===== config.mk =====
export PLATFORM = sky130hd
export DESIGN_NAME = led_panel_top
export DESIGN_NICKNAME = d
export VERILOG_FILES = /design/src/led_panel_pkg.sv /design/src/frame_buffer.sv /design/src/gamma_corrector.sv /design/src/column_shifter.sv /design/src/pwm_cycle_controller.sv /design/src/scan_sequencer.sv /design/src/led_panel_top.sv
export VERILOG_INCLUDE_DIRS = /design/src
export SDC_FILE = /design/constraint.sdc
export NUM_CORES = 1
export LEC_CHECK = 0
export BUFFER_PORTS_ARGS = -buffer_cell sky130_fd_sc_hd__buf_2
export CAP_MARGIN = 10
export CORE_UTILIZATION = 46
export DETAILED_ROUTE_END_ITERATION = 8
export SLEW_MARGIN = 20
export SYNTH_ARGS = -nofsm -noshare
export SYNTH_HDL_FRONTEND = slang
export SYNTH_SLANG_ARGS = --single-unit

===== constraint.sdc =====
create_clock -name clk -period 4.9 [get_ports clk]
set_input_delay 1.225 -clock clk [delete_from_list [all_inputs] [get_ports clk]]
set_output_delay 1.225 -clock clk [all_outputs]
set_load 0.01 [all_outputs]

===== src/led_panel_consts.svh =====
// Panel geometry, colour depth and scan read path latencies
`ifndef LED_PANEL_CONSTS_SVH
`define LED_PANEL_CONSTS_SVH

// Addressable rows in one segment
`define SCAN_ROWS 4

// Columns shifted out per line
`define PANEL_COLUMNS 8

// Vertically stacked segments scanned side by side
`define SEGMENTS 2

// Bits per colour channel
`define PIXEL_BITWIDTH 4

// Read address to frame buffer output
`define FRAME_READ_LATENCY 1

// Raw scan word to corrected scan word
`define GAMMA_LATENCY 1

// Wait between first column address and the first colour compare
`define LOAD_DELAY (`FRAME_READ_LATENCY + `GAMMA_LATENCY)

`endif


===== src/led_panel_pkg.sv =====
// Package with pixel, scan word, address, row, column, rgb bit and PWM cycle types
`include "led_panel_consts.svh"

package led_panel_pkg;

	// Segment index never narrower than one bit
	localparam int SEGMENT_BITS = (`SEGMENTS > 1) ? $clog2(`SEGMENTS) : 1;

	typedef struct packed {
		logic [`PIXEL_BITWIDTH-1:0] r;
		logic [`PIXEL_BITWIDTH-1:0] g;
		logic [`PIXEL_BITWIDTH-1:0] b;
	} pixel_t;

	// One pixel per segment, segment 0 in the low bits
	typedef pixel_t [`SEGMENTS-1:0] scan_word_t;

	typedef logic [$clog2(`SCAN_ROWS)-1:0] row_t;
	typedef logic [$clog2(`PANEL_COLUMNS)-1:0] column_t;
	typedef logic [SEGMENT_BITS-1:0] segment_t;

	typedef struct packed {
		segment_t segment;
		row_t row;
		column_t column;
	} pixel_addr_t;

	// Bit 3*s is red, 3*s+1 green, 3*s+2 blue of segment s
	typedef logic [3*`SEGMENTS-1:0] rgb_bits_t;

	// Top bit set only on the final dummy cycle
	typedef logic [`PIXEL_BITWIDTH:0] pwm_cycle_t;

endpackage


===== src/frame_buffer.sv =====
// Banked pixel memory with four-phase host write port and registered scan read port
`timescale 1ns/10ps
`include "led_panel_consts.svh"

module frame_buffer (
	input logic clk,
	input logic rst,
	// Host write side
	input logic wr_req,
	input led_panel_pkg::pixel_addr_t wr_addr,
	input led_panel_pkg::pixel_t wr_data,
	output logic wr_ack,
	// Scan read side
	input led_panel_pkg::row_t rd_row,
	input led_panel_pkg::column_t rd_column,
	output led_panel_pkg::scan_word_t rd_data
);
	import led_panel_pkg::*;

	// Words per bank, one bank per segment
	localparam int DEPTH = `SCAN_ROWS * `PANEL_COLUMNS;
	localparam int INDEX_BITS = $bits(row_t) + $bits(column_t);

	logic wr_start;
	logic [INDEX_BITS-1:0] wr_index;
	logic [INDEX_BITS-1:0] rd_index;

	// Rising edge of the handshake, req seen high while ack still low
	assign wr_start = wr_req && !wr_ack;

	// Row major word index inside a bank
	assign wr_index = {wr_addr.row, wr_addr.column};
	assign rd_index = {rd_row, rd_column};

	// Ack follows req by one cycle in both directions
	// This gives rise after req high and fall after req low
	always_ff @(posedge clk) begin
		if (rst) begin
			wr_ack <= 1'b0;
		end else begin
			wr_ack <= wr_req;
		end
	end

	for (genvar s = 0; s < `SEGMENTS; s++) begin : g_bank
		pixel_t bank [DEPTH];

		// Only the addressed segment takes the host word
		always_ff @(posedge clk) begin
			if (wr_start && (wr_addr.segment == segment_t'(s))) begin
				bank[wr_index] <= wr_data;
			end
		end

		// All banks read at the same row and column
		// One cycle of read latency
		always_ff @(posedge clk) begin
			rd_data[s] <= bank[rd_index];
		end
	end

endmodule


===== src/gamma_corrector.sv =====
// Registered gamma mapping of every channel of a scan word through an elaborated table
`timescale 1ns/10ps
`include "led_panel_consts.svh"

module gamma_corrector (
	input logic clk,
	input logic rst,
	input led_panel_pkg::scan_word_t raw,
	output led_panel_pkg::scan_word_t corrected
);
	import led_panel_pkg::*;

	localparam int LEVELS = 2 ** `PIXEL_BITWIDTH;

	typedef logic [`PIXEL_BITWIDTH-1:0] level_t;
	typedef level_t lut_t [LEVELS];

	// Ceiling of v squared over full range
	// 0 maps to 0 and full scale maps to full scale
	function automatic lut_t build_lut();
		lut_t lut;
		for (int v = 0; v < LEVELS; v++) begin
			lut[v] = level_t'((v * v + LEVELS - 1) / LEVELS);
		end
		return lut;
	endfunction

	localparam lut_t GAMMA_LUT = build_lut();

	// Same table for red, green and blue
	function automatic pixel_t correct_pixel(input pixel_t p);
		pixel_t q;
		q.r = GAMMA_LUT[p.r];
		q.g = GAMMA_LUT[p.g];
		q.b = GAMMA_LUT[p.b];
		return q;
	endfunction

	// One cycle through the stage for all segments
	always_ff @(posedge clk) begin
		if (rst) begin
			corrected <= '0;
		end else begin
			for (int s = 0; s < `SEGMENTS; s++) begin
				corrected[s] <= correct_pixel(raw[s]);
			end
		end
	end

endmodule


===== src/column_shifter.sv =====
// Column address counter, colour bit compare against the PWM cycle and oclk shift sequence
`timescale 1ns/10ps
`include "led_panel_consts.svh"

module column_shifter (
	input logic clk,
	input logic rst,
	input logic row_req,
	output logic row_ack,
	input led_panel_pkg::pwm_cycle_t cycle,
	input led_panel_pkg::scan_word_t pixel,
	output led_panel_pkg::column_t column,
	output led_panel_pkg::rgb_bits_t rgb,
	output logic oclk
);
	import led_panel_pkg::*;

	localparam int DELAY_BITS = $clog2(`LOAD_DELAY + 1);
	localparam column_t LAST_COLUMN = column_t'(`PANEL_COLUMNS - 1);

	typedef enum logic [2:0] {
		S_WAIT,
		S_ADDR,
		S_LOAD_DELAY,
		S_RGB_BITS,
		S_PUSH,
		S_PUSH_HOLD,
		S_HOLD
	} state_t;

	state_t state;
	logic [DELAY_BITS-1:0] delay_count;
	// Columns already pushed in this load
	column_t push_count;
	rgb_bits_t rgb_next;

	// Lit when nonzero and not below the cycle level
	function automatic logic bit_on(
		input logic [`PIXEL_BITWIDTH-1:0] value,
		input logic [`PIXEL_BITWIDTH-1:0] level
	);
		return (value != '0) && (value >= level);
	endfunction

	// Dummy cycle compares as cycle 0 through its low bits
	always_comb begin
		for (int s = 0; s < `SEGMENTS; s++) begin
			rgb_next[3*s+0] = bit_on(pixel[s].r, cycle[`PIXEL_BITWIDTH-1:0]);
			rgb_next[3*s+1] = bit_on(pixel[s].g, cycle[`PIXEL_BITWIDTH-1:0]);
			rgb_next[3*s+2] = bit_on(pixel[s].b, cycle[`PIXEL_BITWIDTH-1:0]);
		end
	end

	// Column address runs two clocks per column and leads the compare
	// Address c is set 2c clocks after load start, compared LOAD_DELAY+1 later
	// oclk rises the clock after each compare and falls one clock on
	always_ff @(posedge clk) begin
		if (rst) begin
			state <= S_WAIT;
			delay_count <= '0;
			push_count <= '0;
			column <= '0;
			rgb <= '0;
			oclk <= 1'b0;
			row_ack <= 1'b0;
		end else begin
			oclk <= (state == S_PUSH);
			case (state)
				S_WAIT: begin
					if (row_req) begin
						state <= S_ADDR;
					end
				end
				S_ADDR: begin
					column <= '0;
					delay_count <= '0;
					state <= S_LOAD_DELAY;
				end
				// Column 0 travels through memory and gamma stage
				S_LOAD_DELAY: begin
					if (delay_count == DELAY_BITS'(`LOAD_DELAY - 1)) begin
						column <= column + 1'b1;
						state <= S_RGB_BITS;
					end else begin
						delay_count <= delay_count + 1'b1;
					end
				end
				S_RGB_BITS: begin
					rgb <= rgb_next;
					push_count <= '0;
					state <= S_PUSH;
				end
				// Next address goes out while this column is clocked
				S_PUSH: begin
					if (column != LAST_COLUMN) begin
						column <= column + 1'b1;
					end
					state <= S_PUSH_HOLD;
				end
				S_PUSH_HOLD: begin
					if (push_count == LAST_COLUMN) begin
						row_ack <= 1'b1;
						state <= S_HOLD;
					end else begin
						rgb <= rgb_next;
						push_count <= push_count + 1'b1;
						state <= S_PUSH;
					end
				end
				// Ack held until the controller drops its request
				S_HOLD: begin
					if (!row_req) begin
						row_ack <= 1'b0;
						state <= S_WAIT;
					end
				end
				default: begin
					state <= S_WAIT;
				end
			endcase
		end
	end

endmodule


===== src/pwm_cycle_controller.sv =====
// PWM cycle counter with row load requests and latch and output enable sequencing
`timescale 1ns/10ps
`include "led_panel_consts.svh"

module pwm_cycle_controller (
	input logic clk,
	input logic rst,
	input logic cycle_req,
	output logic cycle_ack,
	output logic row_req,
	input logic row_ack,
	output led_panel_pkg::pwm_cycle_t cycle,
	output logic lat,
	output logic oe
);
	import led_panel_pkg::*;

	// Load after the last real cycle, only times the final display
	localparam pwm_cycle_t DUMMY_CYCLE = pwm_cycle_t'(2 ** `PIXEL_BITWIDTH);

	typedef enum logic [2:0] {
		S_WAIT,
		S_LOAD,
		S_LOAD_WAIT,
		S_LATCH,
		S_LATCH_HOLD,
		S_HOLD
	} state_t;

	state_t state;

	// Per row: load 0, then per k drop oe, latch, raise oe, load k
	// Latch k shows the compare against cycle k-1
	always_ff @(posedge clk) begin
		if (rst) begin
			state <= S_WAIT;
			cycle <= '0;
			cycle_ack <= 1'b0;
			row_req <= 1'b0;
			lat <= 1'b0;
			oe <= 1'b0;
		end else begin
			case (state)
				S_WAIT: begin
					if (cycle_req) begin
						state <= S_LOAD;
					end
				end
				// One clock after lat fell, display the latched data
				// Request waits for the previous ack to clear
				S_LOAD: begin
					oe <= (cycle != '0);
					if (!row_ack) begin
						row_req <= 1'b1;
						state <= S_LOAD_WAIT;
					end
				end
				// oe drops ahead of the latch or to end the dummy display
				S_LOAD_WAIT: begin
					if (row_ack) begin
						row_req <= 1'b0;
						oe <= 1'b0;
						if (cycle == DUMMY_CYCLE) begin
							cycle <= '0;
							cycle_ack <= 1'b1;
							state <= S_HOLD;
						end else begin
							cycle <= cycle + 1'b1;
							state <= S_LATCH;
						end
					end
				end
				S_LATCH: begin
					lat <= 1'b1;
					state <= S_LATCH_HOLD;
				end
				S_LATCH_HOLD: begin
					lat <= 1'b0;
					state <= S_LOAD;
				end
				S_HOLD: begin
					if (!cycle_req) begin
						cycle_ack <= 1'b0;
						state <= S_WAIT;
					end
				end
				default: begin
					state <= S_WAIT;
				end
			endcase
		end
	end

endmodule


===== src/scan_sequencer.sv =====
// Scan row stepping with one PWM display request per row and the end of frame pulse
`timescale 1ns/10ps
`include "led_panel_consts.svh"

module scan_sequencer (
	input logic clk,
	input logic rst,
	output logic cycle_req,
	input logic cycle_ack,
	output led_panel_pkg::row_t row,
	output logic frame_complete
);
	import led_panel_pkg::*;

	localparam row_t LAST_ROW = row_t'(`SCAN_ROWS - 1);

	typedef enum logic [1:0] {
		S_REQUEST,
		S_ACK_WAIT,
		S_FRAME_DONE
	} state_t;

	state_t state;

	// Row only moves while oe is low after the dummy load
	always_ff @(posedge clk) begin
		if (rst) begin
			state <= S_REQUEST;
			row <= '0;
			cycle_req <= 1'b0;
			frame_complete <= 1'b0;
		end else begin
			case (state)
				// New request only once the last ack has cleared
				S_REQUEST: begin
					if (!cycle_ack) begin
						cycle_req <= 1'b1;
						state <= S_ACK_WAIT;
					end
				end
				S_ACK_WAIT: begin
					if (cycle_ack) begin
						cycle_req <= 1'b0;
						if (row == LAST_ROW) begin
							row <= '0;
							frame_complete <= 1'b1;
							state <= S_FRAME_DONE;
						end else begin
							row <= row + 1'b1;
							state <= S_REQUEST;
						end
					end
				end
				// Single cycle frame pulse, row 0 already addressed
				S_FRAME_DONE: begin
					frame_complete <= 1'b0;
					state <= S_REQUEST;
				end
				default: begin
					state <= S_REQUEST;
				end
			endcase
		end
	end

endmodule


===== src/led_panel_top.sv =====
// Top level joining frame buffer, gamma stage and the three panel control machines
`timescale 1ns/10ps

module led_panel_top (
	input logic clk,
	input logic rst,
	// Host pixel writes
	input logic wr_req,
	input led_panel_pkg::pixel_addr_t wr_addr,
	input led_panel_pkg::pixel_t wr_data,
	output logic wr_ack,
	// HUB75 panel side
	output led_panel_pkg::row_t row,
	output led_panel_pkg::column_t column,
	output led_panel_pkg::rgb_bits_t rgb,
	output logic oe,
	output logic lat,
	output logic oclk,
	output logic frame_complete
);
	import led_panel_pkg::*;

	// Scan read path
	scan_word_t raw_pixels;
	scan_word_t corrected_pixels;

	// Machine to machine handshakes
	pwm_cycle_t cycle;
	logic cycle_req;
	logic cycle_ack;
	logic row_req;
	logic row_ack;

	// Row from the sequencer and column from the shifter address memory
	frame_buffer frame_buffer_i (
		.clk(clk),
		.rst(rst),
		.wr_req(wr_req),
		.wr_addr(wr_addr),
		.wr_data(wr_data),
		.wr_ack(wr_ack),
		.rd_row(row),
		.rd_column(column),
		.rd_data(raw_pixels)
	);

	gamma_corrector gamma_corrector_i (
		.clk(clk),
		.rst(rst),
		.raw(raw_pixels),
		.corrected(corrected_pixels)
	);

	column_shifter column_shifter_i (
		.clk(clk),
		.rst(rst),
		.row_req(row_req),
		.row_ack(row_ack),
		.cycle(cycle),
		.pixel(corrected_pixels),
		.column(column),
		.rgb(rgb),
		.oclk(oclk)
	);

	pwm_cycle_controller pwm_cycle_controller_i (
		.clk(clk),
		.rst(rst),
		.cycle_req(cycle_req),
		.cycle_ack(cycle_ack),
		.row_req(row_req),
		.row_ack(row_ack),
		.cycle(cycle),
		.lat(lat),
		.oe(oe)
	);

	scan_sequencer scan_sequencer_i (
		.clk(clk),
		.rst(rst),
		.cycle_req(cycle_req),
		.cycle_ack(cycle_ack),
		.row(row),
		.frame_complete(frame_complete)
	);

endmodule


After elaboration in Yosys (flattened, before gate mapping)
Memory sizes are Yosys's and may differ from the RTL's. A register that Yosys moved wholly into a read port is not among the register bits. Cells that the tools add are included.

Add/subtract/negate cells: 5. Order comparisons: 6. Muxes and demuxes: 48. Reductions and logical operators: 43. Equal/unequal tests: 33. Bitwise gates (word level): 7.

Operators with widths (number): $mux W3 (11); $not A4 Y5 (6); $ge A4 B4 Y1 (6); $reduce_bool A4 Y1 (6); $pmux W3 S7 (1); $eq A3 B3 Y1 const B (6); $ne A2 B2 Y1 const B (9); $pmux W3 S6 (1); $reduce_and A3 Y1 (6); $reduce_bool A2 Y1 (8); $mux W1 (15); $pmux W1 S2 (7); $eq A3 B2 Y1 const B (4); $mux W2 (6); $ne A2 B1 Y1 const B (6); $pmux W6 S2 (1); $reduce_and A2 Y1 (6); $logic_and A1 B1 Y1 (9); $pmux W3 S3 (1); $pmux W2 S2 (2); $reduce_and A4 Y1 (2); $add A3 B1 Y3 const B (2); $eq A3 B1 Y1 const B (2); $logic_not A3 Y1 (2); other kinds (14) (17).

Flip-flop bits (word level): 38. RAM bits: 768. Output and inout port bits: 16. ROM bits: 384. Bits of input ports: 21. Logic and storage cells: 168. Memories: 8.

Memories: frame_buffer_i.g_bank[0].bank (depth 32, bits a word 12, read ports 1, clocked after Yosys merged registers in 1, write ports 1, RTL line frame_buffer.sv:46) `pixel_t bank [DEPTH];`; frame_buffer_i.g_bank[1].bank (depth 32, bits a word 12, read ports 1, clocked after Yosys merged registers in 1, write ports 1, RTL line frame_buffer.sv:46); (name not given) (depth 16, bits a word 4, read ports 1, clocked after Yosys merged registers in 1, write ports 0, RTL line gamma_corrector.sv:33) `q.r = GAMMA_LUT[p.r];`; (name not given) (depth 16, bits a word 4, read ports 1, clocked after Yosys merged registers in 1, write ports 0, RTL line gamma_corrector.sv:34) `q.g = GAMMA_LUT[p.g];`; (name not given) (depth 16, bits a word 4, read ports 1, clocked after Yosys merged registers in 1, write ports 0, RTL line gamma_corrector.sv:35) `q.b = GAMMA_LUT[p.b];`; (name not given) (depth 16, bits a word 4, read ports 1, clocked after Yosys merged registers in 1, write ports 0, RTL line gamma_corrector.sv:33); +2 memories.

Longest topological paths before layout
Word-level depth: 5. Mapped depth: 8. Gate-level depth less buffers: 7.

Cells and area by module
From an unflattened synthesis, not the netlist that was laid out.

Cell total of the unflattened synthesis: 2174. Area total of the unflattened synthesis: 34435.5 sq um.

Modules (own cells, without submodules): frame_buffer (instances 1, cells an instance 1759, area an instance 30684.4 sq um); column_shifter (instances 1, cells an instance 166, area an instance 1480.2 sq um); gamma_corrector (instances 1, cells an instance 152, area an instance 1396.3 sq um); pwm_cycle_controller (instances 1, cells an instance 73, area an instance 635.6 sq um); scan_sequencer (instances 1, cells an instance 24, area an instance 239.0 sq um).

Worst setup path after synthesis
Ideal clock, no wire load.

Path type: input port to flip-flop. Start: input port wr_addr[4] (netlist bit). End: memory frame_buffer_i.g_bank[1].bank[19][0] (netlist bit), enable pin. Cell stages on the path: 4. Data required time: 4520 ps. Data arrival time: 2596 ps. Setup time: 380 ps. Slack: 1924 ps. Path buffers: 2. Cells stage by stage: clkbuf_1 -> or3b_2 -> clkbuf_1 -> nor2_1.

RTL lines: start, declared (RTL line led_panel_top.sv:9) `input led_panel_pkg::pixel_addr_t wr_addr,`; end, declared (RTL line frame_buffer.sv:46).

Straight into the memory's write port.

Worst setup path in the final report
Start: input port wr_addr[5] (netlist bit). End: memory frame_buffer_i.g_bank[0].bank[21][5] (netlist bit), enable pin.

Longest elaborated chain between the ends: 4.

RTL lines: $not A1 Y1 (RTL line frame_buffer.sv:50) `if (wr_start && (wr_addr.segment == segment_t'(s))) begin`; $logic_and A1 B1 Y1 (RTL line frame_buffer.sv:50); $mux W1 (RTL line frame_buffer.sv:50); $mux W1 (implied by the code) (RTL line frame_buffer.sv:51) `bank[wr_index] <= wr_data;`; end, declared (RTL line frame_buffer.sv:46).

No other way between the ends.

==> summary.txt <==
status -> finished clean
Hold WS -> 492 ps
vias per cell -> 5.80
Distinct cells, synth -> 49
critical path arrival -> 3350 ps
share of post-route cells with drive strength above 1 -> 0.154
number of synthesized flops with an enable pin -> 768
worst path required time -> 5160 ps
P_sw -> 0.00303 W
die width -> 272 um
clock slew at reported path FFs -> 60 ps
drt total wl -> 79000 um
Post-DP Area -> 34900 um2
Clock Skew -> 38.1 ps
vias in the first global route -> 17400
sequential fraction of design power -> 0.530
Post-Syn Instances -> 1960
YS warnings -> 0
crit-path max FO -> 12
sequential share of the synthesized area -> 0.736
Setup WS pre-CTS -> 1200 ps
critical-path cell list -> buf_2 > nor3b_1 > nand2_1 > nor2_1
CP endpoint kind -> flop
HPWL after detailed placement -> 48800 um
worst r2r src -> column_shifter_i.column[0]
Setup Buffers After CTS -> 0
first drt pass iteration count -> 6
Seq cells post-synth -> 854
Internal -> 0.0120 W
CTS Hold Buffers Added -> 0
RSZ-0062 raised after global routing -> no
synthesized area per cell -> 17.2 um2
Mapped Nets -> 2031
grt total ovfl -> 0
Worst-Margin Slew -> 1140 ps
Max-Cap Viols -> 0
Post-synth ARST share -> 0
FMAX -> 323 MHz
worst reg2reg path depth -> 5
crit start category -> input port
Final setup viols -> 0
Overall Global Routing Usage -> 0.215
crit path kind -> input port to flop
FP Rows -> 98
Placer Congestion -> 0.857
antenna cells -> 0
r2r setup slk -> 2030 ps
Clock Sinks -> 854
FILL cells -> 5652
Worst path max stage delay -> 1040 ps
Root Buffer -> clkbuf_16
first-pass GRT wire length -> 116000 um
vias -> 17700
antenna violations before repair -> 2
setup slack after layout -> 1810 ps
Area Overhead vs Synth -> 12.7%
# port buffers -> 36
largest net degree at the start of global routing -> 86
R2R Path End -> frame_buffer_i.rd_data[5]
Final ANT Viol Nets -> 0
Starting Density -> 0.468
Leak -> 11.8 nW
maximum vdd drop -> 0.000260 V
CP max stage cell -> nor2_1
CTS buffer count -> 87
clock latency at the later pin of the worst-skew pair -> 650 ps
Comb power frac -> 0.020
setup TNS -> 0 ps
Pwr Density -> 398 nW/um2
post-route cell area -> 37900 um2
Synth Flop Type -> edfxtp_1
Nets -> 2100
final slew viol count -> 0
minimum clock period -> 3090 ps
clock power share -> 0.449
Die Ht -> 272 um
core area -> 72000 um2
H-tree levels -> 3
Critical Path End -> frame_buffer_i.g_bank[0].bank[21][5]
CTS max path bufs -> 3
CTS resizes -> 0
# DRC -> 0
Cell Area, Synth -> 33700 um2
die area -> 74200 um2
Hold Crit Class -> flop to flop
switch share -> 0.201
initial detailed-routing violation count -> 1889
final hold violations -> 0
period utilisation layout -> 0.631
Top-Level Pins -> 37
critical path startpoint -> wr_addr[5]
routed length per instance -> 25.9 um
CTS tree -> built
Slew HR -> 0.241
-- through the flow --
stage	utilization	instances	power [W]
2_1_floorplan	-	1960	0.00826
3_3_place_gp	0.485	2887	0.00845
3_5_place_dp	0.485	2887	0.00846
4_1_cts	0.526	3046	0.0152
5_1_grt	0.527	3049	0.0155
6_report	0.527	3049	0.0151
-- synthesized netlist by cell type (3+ instances only) --
library cell,number,area (um2)
a211oi_1,5,37.5
a21oi_1,112,561
a22oi_1,80,601
a311oi_1,7,61.3
a31oi_1,4,25.0
buf_1,3,11.3
buf_2,35,175
buf_4,9,67.6
buf_6,7,78.8
clkbuf_1,47,176
dfxtp_1,86,1720
edfxtp_1,768,23100
ha_1,50,626
inv_1,36,135
mux2i_1,201,2010
mux4_2,96,2160
nand2_1,49,184
nand2b_1,12,75.1
nand3_1,54,270
nand3b_1,6,45.0
nand4_1,26,163
nor2_1,127,477
nor2b_1,59,369
nor3_1,12,60.1
nor3b_1,9,67.6
nor4_1,8,50.1
o21ai_0,17,85.1
or3b_2,4,35.0
xnor2_1,3,26.3
-- cell usage in the layout (no fill, tap or decap), drive strengths merged, types with 2 or more instances in the layout --
cell	netlist	layout
xor2	2	2
a311oi	7	7
nor2b	59	59
o21bai	2	2
nand3b	6	6
inv	36	38
nor4	8	8
nand2b	12	12
bufinv	0	12
mux2	2	2
clkbuf	47	111
nand3	54	54
edfxtp	768	768
a211oi	5	5
mux2i	201	201
buf	54	81
nand4	26	26
nor2	127	127
or3b	4	4
nor3b	9	9
and2	3	3
and3b	2	2
or2	2	2
o21ai	18	18
or3	2	2
a31oi	4	4
dfxtp	86	86
clkinv	0	32
nor3	12	12
a21oi	112	112
clkinvlp	0	2
o22ai	2	2
nand2	49	49
mux4	96	96
ha	50	50
a22oi	80	80
xnor2	3	3
-- power by group through the flow --
stage / clock (W) / sequential [W] / combinational, W
after CTS: 0.00687 / 0.00799 / 0.000309
after detailed placement: 0 / 0.00815 / 0.000309
final: 0.00678 / 0.00799 / 0.000307
after global placement: 0 / 0.00815 / 0.000300
after floorplan: 0 / 0.00814 / 0.000117
after global routing: 0.00714 / 0.00800 / 0.000332
-- kinds of logic (layout without fill, tap and decap cells) --
family | after synthesis | in the layout | synth area share
compound gates | 238 | 238 | 0.0438
xor+xnor | 5 | 5 | 0.00130
fa+ha+maj | 50 | 50 | 0.0186
buf+inv | 137 | 276 | 0.0191
flops | 854 | 854 | 0.736
mux | 299 | 299 | 0.125
simple gates | 377 | 377 | 0.0561
-- state kept, by name, summed over array words and instances (netlist names), 5 cells and up --
name                          count
column_shifter_i.rgb              6
gamma_corrector_i.corrected      24
frame_buffer_i.g_bank.bank      768
frame_buffer_i.rd_data           24
pwm_cycle_controller_i.cycle      5
-- critical path, delay by kind of cell --
kind / cells / cell delay, ps
buffers and inverters: 1 / 110
and+or+nand+nor: 3 / 2020
-- layout make-up --
type | instances | area, um2 | share of cell area
flip-flops and latches | 854 | 24800 | 0.654
multi-input cells | 969 | 8270 | 0.218
clock buffers | 111 | 2320 | 0.0612
well taps | 950 | 1190 | 0.0314
clock inverters | 48 | 634 | 0.0167
repair buffers | 81 | 573 | 0.0151
inverters | 36 | 135 | 0.00356
-- routing by layer --
| layer | vias up | track usage | routed length [um] |
|---|---|---|---|
| met5 | - | 0 | 0 |
| met4 | 0 | 0.0531 | 1680 |
| met3 | 113 | 0.0368 | 5750 |
| met2 | 698 | 0.319 | 35600 |
| met1 | 9024 | 0.330 | 36000 |
| li1 | 7839 | - | - |
-- worst min path at each step --
stage	endpoint	depth (start not counted)	start
after global placement	column_shifter_i.push_count[1]	2	column_shifter_i.push_count[1]
after CTS	scan_sequencer_i.state[0]	1	pwm_cycle_controller_i.cycle_ack
after global routing	scan_sequencer_i.state[0]	1	pwm_cycle_controller_i.cycle_ack
final	scan_sequencer_i.state[0]	1	pwm_cycle_controller_i.cycle_ack
after detailed placement	scan_sequencer_i.state[0]	1	scan_sequencer_i.state[1]
after floorplan	scan_sequencer_i.state[0]	1	pwm_cycle_controller_i.cycle_ack
Power figures use the tool's default switching activity.
